[src/alu_macros.svh]
`ifndef ALU_MACROS_SVH
`define ALU_MACROS_SVH

// data path width of the unit.
`define ALU_WIDTH 8

// number of entries in the register file, indices are $clog2 of this.
`define ALU_NREGS 4

`endif

[src/alu_pkg.sv]
`include "alu_macros.svh"

package alu_pkg;

	// 4-bit opcode field encodings.
	typedef enum logic [3:0] {
		ALU_OP_ADD = 4'b0000,
		ALU_OP_SUB = 4'b0001,
		ALU_OP_ADC = 4'b0010, // add with stored carry.
		ALU_OP_SBC = 4'b0011, // subtract with stored carry as borrow.
		ALU_OP_AND = 4'b0100,
		ALU_OP_OR  = 4'b0101,
		ALU_OP_NOT = 4'b0110, // inverts the b operand.
		ALU_OP_XOR = 4'b0111,
		ALU_OP_SHL = 4'b1000,
		ALU_OP_SHR = 4'b1001,
		ALU_OP_SAL = 4'b1010, // same as shl.
		ALU_OP_SAR = 4'b1011,
		ALU_OP_ROL = 4'b1100,
		ALU_OP_ROR = 4'b1101,
		ALU_OP_RCL = 4'b1110, // rotate through carry.
		ALU_OP_RCR = 4'b1111
	} alu_op_e;

	typedef enum logic [1:0] {
		CLS_ALU_RR = 2'b00, // rd = rd op rs.
		CLS_ALU_RI = 2'b01, // rd = rd op imm.
		CLS_LDI    = 2'b10, // rd = imm, flags kept.
		CLS_RSVD   = 2'b11
	} instr_class_e;

	// incoming instruction word.
	typedef struct packed {
		instr_class_e                   cls;
		alu_op_e                        op;
		logic [$clog2(`ALU_NREGS)-1:0]  rd;  // destination and a operand.
		logic [$clog2(`ALU_NREGS)-1:0]  rs;  // b operand register.
		logic [`ALU_WIDTH-1:0]          imm;
	} instr_t;

	typedef struct packed {
		logic cf;
		logic zf;
		logic sf;
	} flags_t;

	// record held in the decode register.
	typedef struct packed {
		alu_op_e                        op;
		logic [$clog2(`ALU_NREGS)-1:0]  rd;
		logic [$clog2(`ALU_NREGS)-1:0]  rs;
		logic [`ALU_WIDTH-1:0]          imm;
		logic                           use_imm;
		logic                           is_ldi;
		logic                           illegal;
	} dec_t;

	// result record, also the writeback request.
	typedef struct packed {
		logic [$clog2(`ALU_NREGS)-1:0]  rd;
		logic [`ALU_WIDTH-1:0]          value;
		flags_t                         flags;
		logic                           illegal;
	} res_t;

endpackage

[src/alu_decode.sv]
`include "alu_macros.svh"

module alu_decode (
	input  logic            clk,
	input  logic            rst,
	input  logic            instr_valid,
	input  alu_pkg::instr_t instr,
	output logic            dec_valid,
	output alu_pkg::dec_t   dec
);

	import alu_pkg::*;

	dec_t dec_d;

	// class translation.
	always_comb
	begin
		dec_d.op      = instr.op;
		dec_d.rd      = instr.rd;
		dec_d.rs      = instr.rs;
		dec_d.imm     = instr.imm;
		dec_d.use_imm = (instr.cls == CLS_ALU_RI);
		dec_d.is_ldi  = (instr.cls == CLS_LDI);
		dec_d.illegal = (instr.cls == CLS_RSVD); // only place the reserved class is caught.
	end

	// strobe register.
	always_ff @(posedge clk)
	begin
		if (rst)
		begin
			dec_valid <= 1'b0;
		end
		else
		begin
			dec_valid <= instr_valid;
		end
	end

	// payload register, loaded with the strobe.
	always_ff @(posedge clk)
	begin
		if (instr_valid)
		begin
			dec <= dec_d;
		end
	end

endmodule

[src/alu_execute.sv]
`include "alu_macros.svh"

module alu_execute (
	input  logic                          dec_valid,
	input  alu_pkg::dec_t                 dec,
	output logic [$clog2(`ALU_NREGS)-1:0] rd_addr_a,
	output logic [$clog2(`ALU_NREGS)-1:0] rd_addr_b,
	input  logic [`ALU_WIDTH-1:0]         rd_data_a,
	input  logic [`ALU_WIDTH-1:0]         rd_data_b,
	input  alu_pkg::flags_t               flags,
	output logic                          exe_valid,
	output alu_pkg::res_t                 exe
);

	import alu_pkg::*;

	logic [`ALU_WIDTH-1:0] a;
	logic [`ALU_WIDTH-1:0] b;
	logic [`ALU_WIDTH:0]   a_ext;
	logic [`ALU_WIDTH:0]   b_ext;
	logic [`ALU_WIDTH:0]   c_ext;
	logic [`ALU_WIDTH:0]   tmp;  // bit 8 is the new carry.

	// register file read ports.
	assign rd_addr_a = dec.rd;
	assign rd_addr_b = dec.rs;

	assign a     = rd_data_a;
	assign b     = dec.use_imm ? dec.imm : rd_data_b;
	assign a_ext = {1'b0, a};
	assign b_ext = {1'b0, b};
	assign c_ext = {{`ALU_WIDTH{1'b0}}, flags.cf};

	always_comb
	begin
		case (dec.op)
			ALU_OP_ADD:
				tmp = a_ext + b_ext;
			ALU_OP_SUB:
				tmp = a_ext - b_ext; // borrow lands in bit 8.
			ALU_OP_ADC:
				tmp = a_ext + b_ext + c_ext;
			ALU_OP_SBC:
				tmp = a_ext - b_ext - c_ext;
			ALU_OP_AND:
				tmp = {1'b0, a & b};
			ALU_OP_OR:
				tmp = {1'b0, a | b};
			ALU_OP_NOT:
				tmp = {1'b0, ~b};
			ALU_OP_XOR:
				tmp = {1'b0, a ^ b};
			ALU_OP_SHL, ALU_OP_SAL:
				tmp = {a[`ALU_WIDTH-1], a[`ALU_WIDTH-2:0], 1'b0};
			ALU_OP_SHR:
				tmp = {a[0], 1'b0, a[`ALU_WIDTH-1:1]};
			ALU_OP_SAR:
				tmp = {a[0], a[`ALU_WIDTH-1], a[`ALU_WIDTH-1:1]}; // keeps the sign bit.
			ALU_OP_ROL:
				tmp = {a[`ALU_WIDTH-1], a[`ALU_WIDTH-2:0], a[`ALU_WIDTH-1]};
			ALU_OP_ROR:
				tmp = {a[0], a[0], a[`ALU_WIDTH-1:1]};
			ALU_OP_RCL:
				tmp = {a[`ALU_WIDTH-1], a[`ALU_WIDTH-2:0], flags.cf};
			ALU_OP_RCR:
				tmp = {a[0], flags.cf, a[`ALU_WIDTH-1:1]};
			default:
				tmp = '0;
		endcase
	end

	// result record for the writeback stage.
	always_comb
	begin
		exe.rd      = dec.rd;
		exe.illegal = dec.illegal;
		if (dec.illegal)
		begin
			exe.value = '0;
			exe.flags = flags;
		end
		else if (dec.is_ldi)
		begin
			exe.value = dec.imm; // flags pass through untouched.
			exe.flags = flags;
		end
		else
		begin
			exe.value    = tmp[`ALU_WIDTH-1:0];
			exe.flags.cf = tmp[`ALU_WIDTH];
			exe.flags.zf = (tmp[`ALU_WIDTH-1:0] == '0);
			exe.flags.sf = tmp[`ALU_WIDTH-1];
		end
	end

	assign exe_valid = dec_valid;

endmodule

[src/alu_result.sv]
`include "alu_macros.svh"

module alu_result (
	input  logic                          clk,
	input  logic                          rst,
	input  logic                          exe_valid,
	input  alu_pkg::res_t                 exe,
	input  logic [$clog2(`ALU_NREGS)-1:0] rd_addr_a,
	input  logic [$clog2(`ALU_NREGS)-1:0] rd_addr_b,
	output logic [`ALU_WIDTH-1:0]         rd_data_a,
	output logic [`ALU_WIDTH-1:0]         rd_data_b,
	output alu_pkg::flags_t               flags,
	output logic                          res_valid,
	output alu_pkg::res_t                 res
);

	import alu_pkg::*;

	logic [`ALU_WIDTH-1:0] regs [`ALU_NREGS];
	flags_t                flags_q;
	logic                  wr_en;

	assign wr_en = exe_valid && !exe.illegal;

	// register file and flag register.
	always_ff @(posedge clk)
	begin
		if (rst)
		begin
			for (int i = 0; i < `ALU_NREGS; i++)
			begin
				regs[i] <= '0;
			end
			flags_q <= '0;
		end
		else if (wr_en)
		begin
			regs[exe.rd] <= exe.value;
			flags_q      <= exe.flags; // ldi carries the old flags here.
		end
	end

	// combinational read, sees writes from the previous edge.
	assign rd_data_a = regs[rd_addr_a];
	assign rd_data_b = regs[rd_addr_b];
	assign flags     = flags_q;

	always_ff @(posedge clk)
	begin
		if (rst)
		begin
			res_valid <= 1'b0;
		end
		else
		begin
			res_valid <= exe_valid;
		end
	end

	// output record.
	always_ff @(posedge clk)
	begin
		if (exe_valid)
		begin
			res <= exe;
		end
	end

endmodule

[src/alu_core.sv]
`include "alu_macros.svh"

module alu_core (
	input  logic            clk,
	input  logic            rst,
	input  logic            instr_valid,
	input  alu_pkg::instr_t instr,
	output logic            res_valid,
	output alu_pkg::res_t   res
);

	import alu_pkg::*;

	logic                          dec_valid;
	dec_t                          dec;
	logic [$clog2(`ALU_NREGS)-1:0] rd_addr_a;
	logic [$clog2(`ALU_NREGS)-1:0] rd_addr_b;
	logic [`ALU_WIDTH-1:0]         rd_data_a;
	logic [`ALU_WIDTH-1:0]         rd_data_b;
	flags_t                        flags;
	logic                          exe_valid;
	res_t                          exe;

	alu_decode u_decode (
		.clk         (clk),
		.rst         (rst),
		.instr_valid (instr_valid),
		.instr       (instr),
		.dec_valid   (dec_valid),
		.dec         (dec)
	);

	alu_execute u_execute (
		.dec_valid (dec_valid),
		.dec       (dec),
		.rd_addr_a (rd_addr_a),
		.rd_addr_b (rd_addr_b),
		.rd_data_a (rd_data_a),
		.rd_data_b (rd_data_b),
		.flags     (flags),
		.exe_valid (exe_valid),
		.exe       (exe)
	);

	alu_result u_result (
		.clk       (clk),
		.rst       (rst),
		.exe_valid (exe_valid),
		.exe       (exe),
		.rd_addr_a (rd_addr_a),
		.rd_addr_b (rd_addr_b),
		.rd_data_a (rd_data_a),
		.rd_data_b (rd_data_b),
		.flags     (flags),
		.res_valid (res_valid),
		.res       (res)
	);

endmodule

[config.mk]
export PLATFORM = sky130hd
export DESIGN_NAME = alu_core
export DESIGN_NICKNAME = d
export VERILOG_FILES = /design/src/alu_pkg.sv /design/src/alu_decode.sv /design/src/alu_execute.sv /design/src/alu_result.sv /design/src/alu_core.sv
export VERILOG_INCLUDE_DIRS = /design/src
export SDC_FILE = /design/constraint.sdc
export NUM_CORES = 1
export LEC_CHECK = 0
export BUFFER_PORTS_ARGS = -buffer_cell sky130_fd_sc_hd__buf_4
export CAP_MARGIN = 5
export CORE_MARGIN = 1.5
export CORE_UTILIZATION = 40
export CTS_CLUSTER_DIAMETER = 100
export DETAILED_ROUTE_END_ITERATION = 6
export GPL_TIMING_DRIVEN = 0
export PLACE_DENSITY = 0.66
export SLEW_MARGIN = 20
export SYNTH_ARGS = -nofsm -noshare
export SYNTH_HDL_FRONTEND = slang
export SYNTH_SLANG_ARGS = --single-unit
[constraint.sdc]
create_clock -name clk -period 4.55 [get_ports clk]
set_clock_uncertainty 0.05 [all_clocks]
set_input_delay 0.2275 -clock clk [delete_from_list [all_inputs] [get_ports clk]]
set_output_delay 0.2275 -clock clk [all_outputs]
set_load 0.02 [all_outputs]
# Word-level counts from Yosys, hierarchy flattened
# Memory sizes are Yosys's and may differ from the RTL's. A register that Yosys moved wholly into a read port is not among the register bits.
# Cells that the tools add are included.
[op_classes] mux=14 shift=0 div_mod_pow=0 n_mul=0 n_eq_ne=18 add_sub_neg=4 magnitude_cmp=0 n_bitwise=4 reduce_logical=6
[op_table] op="$pmux 9 s15" count=1
[op_table] op="$eq 4x4->1 const B" count=8
[op_table] op="$mux 11" count=2
[op_table] op="$eq 4x3->1 const B" count=4
[op_table] op="$mux 8" count=2
[op_table] op="$add 8x8->9" count=1
[op_table] op="$add 9x1->9" count=1
[op_table] op="$sub 8x8->9" count=1
[op_table] op="$sub 9x1->9" count=1
[op_table] op="$and 8x8->8" count=1
[op_table] op="$eq 4x2->1 const B" count=2
[op_table] op="$logic_not 8->1" count=1
[op_table] op="$not 8->8" count=1
[op_table] op="$or 8x8->8" count=1
[op_table] op="$reduce_or 8->1" count=1
[op_table] op="$xor 8x8->8" count=1
[op_table] op="$mux 1" count=6
[op_table] op="$mux 2" count=3
[op_table] op="$eq 2x2->1 const B" count=2
[op_table] op="$eq 4x1->1 const B" count=1
[op_table] op="$logic_not 4->1" count=1
[op_table] op="$eq 2x1->1 const B" count=1
[op_table] op="$reduce_or 2->1" count=1
[op_table] op="$logic_and 1x1->1" count=1
[op_table] op="$logic_not 1->1" count=1
[word_totals] reg_bits=38 n_memories=1 out_inout_bits=15 elab_cells=65 ramBits=32 romBits=0 input_bits=21 latch_bits=0
[mem_list] memory="u_result.regs" words=4 word_bits=8 read_ports=2 rd_ports_with_merged_regs=2 wr=4 line="alu_result.sv:19" text="logic [`ALU_WIDTH-1:0] regs [`ALU_NREGS];"

# Logic depth before layout (Yosys ltp)
# Gate-level depths: netlist (run 1).
[logic_depth] depth_word=8 depth_mapped=15 mapped_depth_nobuf=14

# Hierarchy
# From an unflattened synthesis (run 1), not the netlist that was laid out.
[unflattened] hier_cells=493 hier_area_um2=5163.7
[modules_own_cells] module="alu_execute" seq_area_each_um2=0.0 n_inst=1 cells_each=336 area_per_inst_um2=2357.3
[modules_own_cells] module="alu_result" seq_area_each_um2=1461.4 n_inst=1 cells_each=133 area_per_inst_um2=2187.1
[modules_own_cells] module="alu_decode" seq_area_each_um2=590.6 n_inst=1 cells_each=24 area_per_inst_um2=619.3

# Least setup slack after synthesis (run 1)
# No wires, ideal clock.
[synth_timing] path_type="register to register" start="register (tool-made name)" end="register, netlist name u_result.res[3]" path_stages_with_launch=15 setup_ns=0.261 path_buffers=1 path_slack_ns=0.356 required_time_ns=4.239 synth_period_minus_slack_ns=4.194 arrival_time_ns=3.882 path_cell_list="dfxtp_1 -> buf_2 -> mux4_2 -> mux2i_1 -> inv_1 -> ha_1 -> fa_1 -> o21bai_4 -> and3_2 -> o32ai_2 -> or4_4 -> o311ai_0 -> a21oi_2 -> nor3_2 -> o31ai_1"

==> results of run 1 <==
==> report_power, final <==
| part | switching [uW] | total [uW] | internal (uW) |
|---|---|---|---|
| clock | 258 | 736 | 479 |
| combinational | 531 | 868 | 337 |
| sequential | 29.0 | 813 | 784 |
==> final cells by class <==
class / count / area [um2]
Multi-Input combinational cell: 385 / 3040
Buffer: 21 / 103
Sequential cell: 74 / 2130
Fill cell: 1267 / 6950
Clock buffer: 11 / 233
Timing Repair Buffer: 35 / 263
Clock inverter: 5 / 78.8
Tap cell: 176 / 220
Inverter: 44 / 165
==> logic make-up (layout without fill, tap and decap cells) <==
logic type	after synthesis	after routing	share of synthesized area, %
and+or+nand+nor	182	182	16.9
AOI/OAI and AO/OA	127	127	18.5
DFF	74	74	39.6
buffers and inverters	66	116	4.98
muxes	35	35	11.0
adders and majority gates	30	30	7.26
xor gates and xnor gates	11	11	1.79
==> worst max path at each step <==
| stage | from | cells after the start | slack (ns) | endpoint |
|---|---|---|---|---|
| after global routing | flop | 14 | -0.004 | u_result.res[3]$_DFFE_PP_ |
| after detailed placement | flop | 14 | -0.14 | u_result.res[3]$_DFFE_PP_ |
| final | flop | 14 | 0.18 | u_result.res[3]$_DFFE_PP_ |
| after global placement | flop | 14 | -0.09 | u_result.res[3]$_DFFE_PP_ |
| after floorplan | flop | 14 | 0.36 | u_result.res[3]$_DFFE_PP_ |
| after CTS | flop | 14 | 0.02 | u_result.res[3]$_DFFE_PP_ |
==> registers in the layout, summed over array words and instances (netlist names), named ones only <==
signal,cells
u_decode.dec,19
u_result.res,14
u_result.flags,3
u_result.res_valid,1
u_result.regs,32
u_decode.dec_valid,1
==> stage by stage <==
| stage | instances | hold slack (ns) | setup WS [ns] | total power (uW) |
|---|---|---|---|---|
| 2_1_floorplan | 525 | 0.247 | 0.356 | 1430 |
| 3_3_place_gp | 736 | 0.355 | -0.0896 | 1640 |
| 3_5_place_dp | 736 | 0.357 | -0.136 | 1650 |
| 4_1_cts | 752 | 0.00258 | 0.0181 | 2410 |
| 5_1_grt | 751 | 0.00573 | -0.00370 | 2550 |
| 6_report | 751 | 0.0174 | 0.177 | 2420 |
==> what timing repair did <==
action | 4_1_cts | 5_1_grt
gates resized for setup | 5 | 10
pin swaps | 0 | 0
setup endpoints to repair | 19 | 25
==> cells in the mapped netlist (4+ instances only) <==
library cell / number / area, um2
nor4_1: 6 / 37.5
o211ai_1: 8 / 60.1
mux2_2: 11 / 124
clkbuf_1: 11 / 41.3
nor2_1: 51 / 191
o221ai_1: 4 / 35.0
a31oi_1: 4 / 25.0
nand3_1: 15 / 75.1
a211o_1: 4 / 35.0
buf_2: 4 / 20.0
or2_2: 6 / 37.5
and3_1: 5 / 31.3
mux4_2: 18 / 405
nand2b_1: 7 / 43.8
dfxtp_1: 9 / 180
a2111o_1: 4 / 45.0
and2_1: 9 / 56.3
xnor2_1: 8 / 70.1
nand2_1: 45 / 169
a22oi_1: 6 / 45.0
nor3_1: 14 / 70.1
buf_1: 4 / 15.0
a21oi_1: 17 / 85.1
a211oi_1: 6 / 45.0
edfxtp_1: 65 / 1950
mux2i_1: 6 / 60.1
nor2b_1: 7 / 43.8
ha_1: 28 / 350
o21ai_0: 23 / 115
o21a_1: 4 / 30.0
inv_1: 40 / 150
==> worst register-to-register path: cells and delay by family (launching register included) <==
kind / cells / cell delay [ns]
compound gates: 6 / 1.25
fa+ha+maj: 2 / 0.74
buf+inv: 2 / 0.31
flops: 1 / 0.32
mux: 2 / 0.74
simple gates: 2 / 0.80
==> metal layers <==
layer | wire length [um] | global-route usage, %
met1 | 6500 | 29.1
met2 | 7510 | 38.7
met3 | 814 | 2.87
met4 | 444 | 9.19
met5 | 0 | 0
==> flow_summary.yaml, run 1 <==
finish:
  final_util_pct: 47.3
  nNetsFinal: 621
  diodes: 0
  stdcell_area_mm2: 0.00624
  area_growth_pct: 16.0
  drive_above_1_share_pct: 21.4
  mostFrequentLayoutCells: "edfxtp_1 (65), nor2_1 (51), nand2_1 (45)"
  mostFrequentLayoutCell: "edfxtp_1"
detailed_routing:
  drc: 0
  wire_per_inst_um: 20.3
  num_vias: 4429
  drtIter0Drc: 326
  routed_wl_um: 15300
  firstDrtPassIters: 6
  ant_nets: 0
  viasPerCell: 5.90
synth:
  yosysWarnings: 0
  synth_edf_count: 65
  ys_ff_latch: 74
  netlist_instances: 525
  ys_seq_area_share_pct: 39.6
  async_reset_ff_share_pct: 0
  yosys_most_used_dff: "edfxtp_1"
  synthDistinctLibCells: 80
  synth.cell_area_mm2: 0.00538
  syn_nets: 576
  syn_avg_cell_area_um2: 10.2
sta:
  tightest_slew_ns: 0.977
  fmax_mhz: 229
  drv_slew: 0
  setup_viol: 0
  period_share_pct: 96.1
  fin_crit_ns: 4.37
  slew_headroom_pct: 34.3
  finalHoldViolations: 0
  setup_tns_ns: 0
  rsz0062_at_grt: "yes"
grt:
  grt_pass1_wl_um: 24700
  grt_pass1_vias: 4599
  antenna_found_initial: 0
  grt.total_usage_pct: 22.6
  grt-ovfl-total: 0
  grt_max_degree: 25
power:
  p_leak_uw: 0.00240
  peakVddDrop_mv: 0.311
  power_density_mw_per_mm2: 388
setup_path:
  crit_family: "compound AO/OA/AOI/OAI gates"
  path_class: "reg -> reg"
  critPathSlowestCell: "or4_4"
  worstReg2RegEnd: "u_result.res[3]$_DFFE_PP_"
  rrSetupSlack_ns: 0.18
  r2r_cells: 14
  path_cells: "buf_4 > mux4_2 > mux2i_2 > inv_1 > ha_1 > fa_2 > o21bai_4 > and3_2 > o32ai_2 > or4_4 > a2111o_1 > a21oi_2 > o21ai_2 > o31ai_1"
  critPathBufInv: 2
  cp_data_arrival_time_ns: 4.49
  start_kind: "flop"
  end_kind: "flop"
  worstPathRequired_ns: 4.66
  cpPeakStageDelay_ns: 0.55
  crit_fanout: 8
clocking:
  postCtsSetupRepairBufs: 0
  cts.clk_slew.worst_paths_ns: 0.06
  htreeDepth: 3
  cts_buffers: 9
  cts_tree: "done"
  cts.sinks: 74
  cts_root_buf: "clkbuf_16"
  clk_latency_ns: 0.33
  cts_max_path_buffers: 2
  hold_buffers: 0
hold_path:
  hold_depth: 1
  hold_start: "instr[3]"
  hold_end: "u_decode.dec[6]$_DFFE_PP_"
  min_path_type: "in -> reg"
floorplan:
  start_util_pct: 40.8
  die-area_mm2: 0.0142
  die_h_um: 119
  pin_count: 36
  die_w_um: 119
  rows: 42
  core-area_mm2: 0.0132
placed_design:
  postPlaceCellArea_mm2: 0.00586
  port_buffers: 35
  dp_hpwl_um: 11900
  place_congestion: 0.933
job:
  max-cap-violations: 0
run_status:
  status: "complete, no violations"
No activity file was read; power rests on OpenSTA's default activity.
==> run 2, diff against run 1 <==
Settings changed: ABC_AREA set to 1.
==> flow_summary.yaml, run 2 <==
detailed_routing:
  ant_nets: 0
  num_vias: 5045
  routed_wl_um: 15400
  drc: 0
  wire_per_inst_um: 15.6
  viasPerCell: 5.10
  drtIter0Drc: 545
  firstDrtPassIters: 5
synth:
  synth_edf_count: 65
  syn_nets: 814
  async_reset_ff_share_pct: 0
  synthDistinctLibCells: 37
  synth.most_common_cell: "nand2_1"
  netlist_instances: 763
  ys_seq_area_share_pct: 39.4
  yosysWarnings: 0
  yosysTopAreaCell: "edfxtp_1"
  yosys-top-cells-area: "edfxtp_1 (36%), nand2_1 (18%), nand3_1 (8.7%), ha_1 (6.5%), inv_1 (6.3%)"
  syn_avg_cell_area_um2: 7.09
  netlist_top_cells_count: "nand2_1 (264), nand3_1 (94), inv_1 (91)"
  ys_ff_latch: 74
  synth_top_area_share_pct: 36.1
  synth.cell_area_mm2: 0.00541
  yosys_most_used_dff: "edfxtp_1"
placed_design:
  dpl_worst_slack_ns: 0.811
  port_buffers: 35
  place_congestion: 0.948
  dp_hpwl_um: 12200
  postPlaceCellArea_mm2: 0.00589
floorplan:
  rows: 42
  die_h_um: 119
  die-area_mm2: 0.0142
  core-area_mm2: 0.0132
  die_w_um: 119
  pin_count: 36
  start_util_pct: 40.8
grt:
  grt_pass1_wl_um: 24300
  antenna_found_initial: 0
  grt_pass1_vias: 4655
  grt_max_degree: 26
  grt.total_usage_pct: 22.3
  grt-ovfl-total: 0
sta:
  finalHoldViolations: 0
  worst_slack_ns: 0.772
  tightest_slew_ns: 0.679
  setup_tns_ns: 0
  fin_hold_ws_ns: 0.0185
  drv_slew: 0
  slew_headroom_pct: 54.6
  period_share_pct: 83.0
  fin_crit_ns: 3.78
  rsz0062_at_grt: "no"
  fmax_mhz: 265
  setup_viol: 0
finish:
  diodes: 0
  mostFrequentLayoutCells: "nand2_1 (264), nand3_1 (94), inv_1 (91)"
  nNetsFinal: 860
  largestRegisters: "u_result.regs: 32 flops, u_decode.dec: 19 flops, u_result.res: 14 flops"
  largest_register_ffs: 32
  area_growth_pct: 14.2
  stdcell_area_mm2: 0.00618
  drive_above_1_share_pct: 12.5
  top_register: "u_result.regs"
  mostFrequentLayoutCell: "nand2_1"
clocking:
  hold_buffers: 0
  cts_tree: "done"
  htreeDepth: 3
  cts_max_path_buffers: 2
  clk_latency_ns: 0.33
  postCtsSetupRepairBufs: 0
  cts.sinks: 74
  cts_buffers: 9
  cts_resized: 0
  cts.clk_slew.worst_paths_ns: 0.06
  cts_root_buf: "clkbuf_16"
power:
  power_density_mw_per_mm2: 363
  peakVddDrop_mv: 0.352
  p_leak_uw: 0.00300
hold_path:
  min_path_type: "in -> reg"
run_status:
  status: "complete, no violations"
setup_path:
  rrSetupSlack_ns: 0.77
  path_class: "reg -> reg"
  cp_data_arrival_time_ns: 3.80
  start_kind: "flop"
  r2r_cells: 23
  worstSetupEndpoint: "u_result.regs[2][6]$_SDFFCE_PN0P_"
  worstPathRequired_ns: 4.57
  end_kind: "flop"
  crit_fanout: 10
  worstReg2RegEnd: "u_result.regs[2][6]$_SDFFCE_PN0P_"
job:
  max-cap-violations: 0
run 2: cell types whose count changed in the layout (fill, tap and decap cells not counted), moves of 7 or more:
cell,before,now
and2_1,9,1
clkbuf_1,12,3
inv_1,40,91
inv_2,2,11
mux2_2,11,0
mux4_2,18,0
nand2_1,45,264
nand2_2,0,11
nand2b_1,7,0
nand3_1,15,94
nor2_1,51,87
nor2b_1,7,0
nor3_1,13,0
run 2: stage by stage:
stage               std cells  power, uW  utilization, %
finish                    990       2240            46.6
global route              990       2370            46.6
CTS                       990       2240            46.6
detailed placement        974       1570            44.5
global placement          974       1570            44.5
floorplan                 763       1350               -
run 2: how the worst min path moves through the flow:
stage | from | cells past startpoint | slack, ns | endpoint
5_1_grt | instr[7] | 1 | 0.008 | u_decode.dec[10]$_DFFE_PP_
3_5_place_dp | instr[0] | 1 | 0.36 | u_decode.dec[3]$_DFFE_PP_
3_3_place_gp | instr[15] | 1 | 0.36 | u_decode.dec[18]$_DFFE_PP_
4_1_cts | instr[0] | 1 | 0.01 | u_decode.dec[3]$_DFFE_PP_
2_1_floorplan | rst | 1 | 0.25 | u_decode.dec_valid$_SDFF_PP0_
6_report | instr[7] | 1 | 0.02 | u_decode.dec[10]$_DFFE_PP_
run 2: routing by layer:
metal | track usage, % | part of all wire, %
met5 | 0 | 0
met4 | 8.58 | 2.5
met2 | 34.9 | 45
met3 | 4.02 | 6.4
met1 | 30.7 | 46
run 2: cell type report:
cell class                      instances  area [um2]
Buffer                                 13        95.1
Tap cell                              176         220
Timing Repair Buffer                   35         263
Clock inverter                          2        12.5
Multi-Input combinational cell        571        2780
Fill cell                            1334        7070
Sequential cell                        74        2130
Inverter                              105         399
Clock buffer                           14         274
run 2: critical path, cell delays in order (launching register included):
cell	delay (ns)
dfxtp_1	0.31
buf_4	0.16
buf_2	0.24
nand2_1	0.08
nand3_1	0.08
nand2_1	0.06
nand2_1	0.07
nand2_1	0.10
ha_1	0.24
fa_1	0.61
ha_1	0.18
inv_1	0.06
nor2_1	0.18
nand3_1	0.13
nor2_1	0.10
nand2_1	0.09
inv_2	0.07
nand2_1	0.04
nand3_1	0.09
nand3_1	0.19
nand3_1	0.15
o21ai_2	0.07
inv_2	0.10
nor2_1	0.05
run 2: power by group:
part           switching [uW]  internal (uW)  total [uW]
combinational             526            236         763
clock                     258            413         671
sequential               26.2            783         809
total                     810           1430        2240
run 2: cell families (layout without fill, tap and decap cells):
group | count (synthesis) | count (layout) | share of synthesized area [%]
compound gates | 63 | 63 | 6.85
xor+xnor | 2 | 2 | 0.324
fa+ha+maj | 30 | 30 | 7.22
buf+inv | 118 | 169 | 9.14
flops | 74 | 74 | 39.4
simple gates | 476 | 476 | 37.0
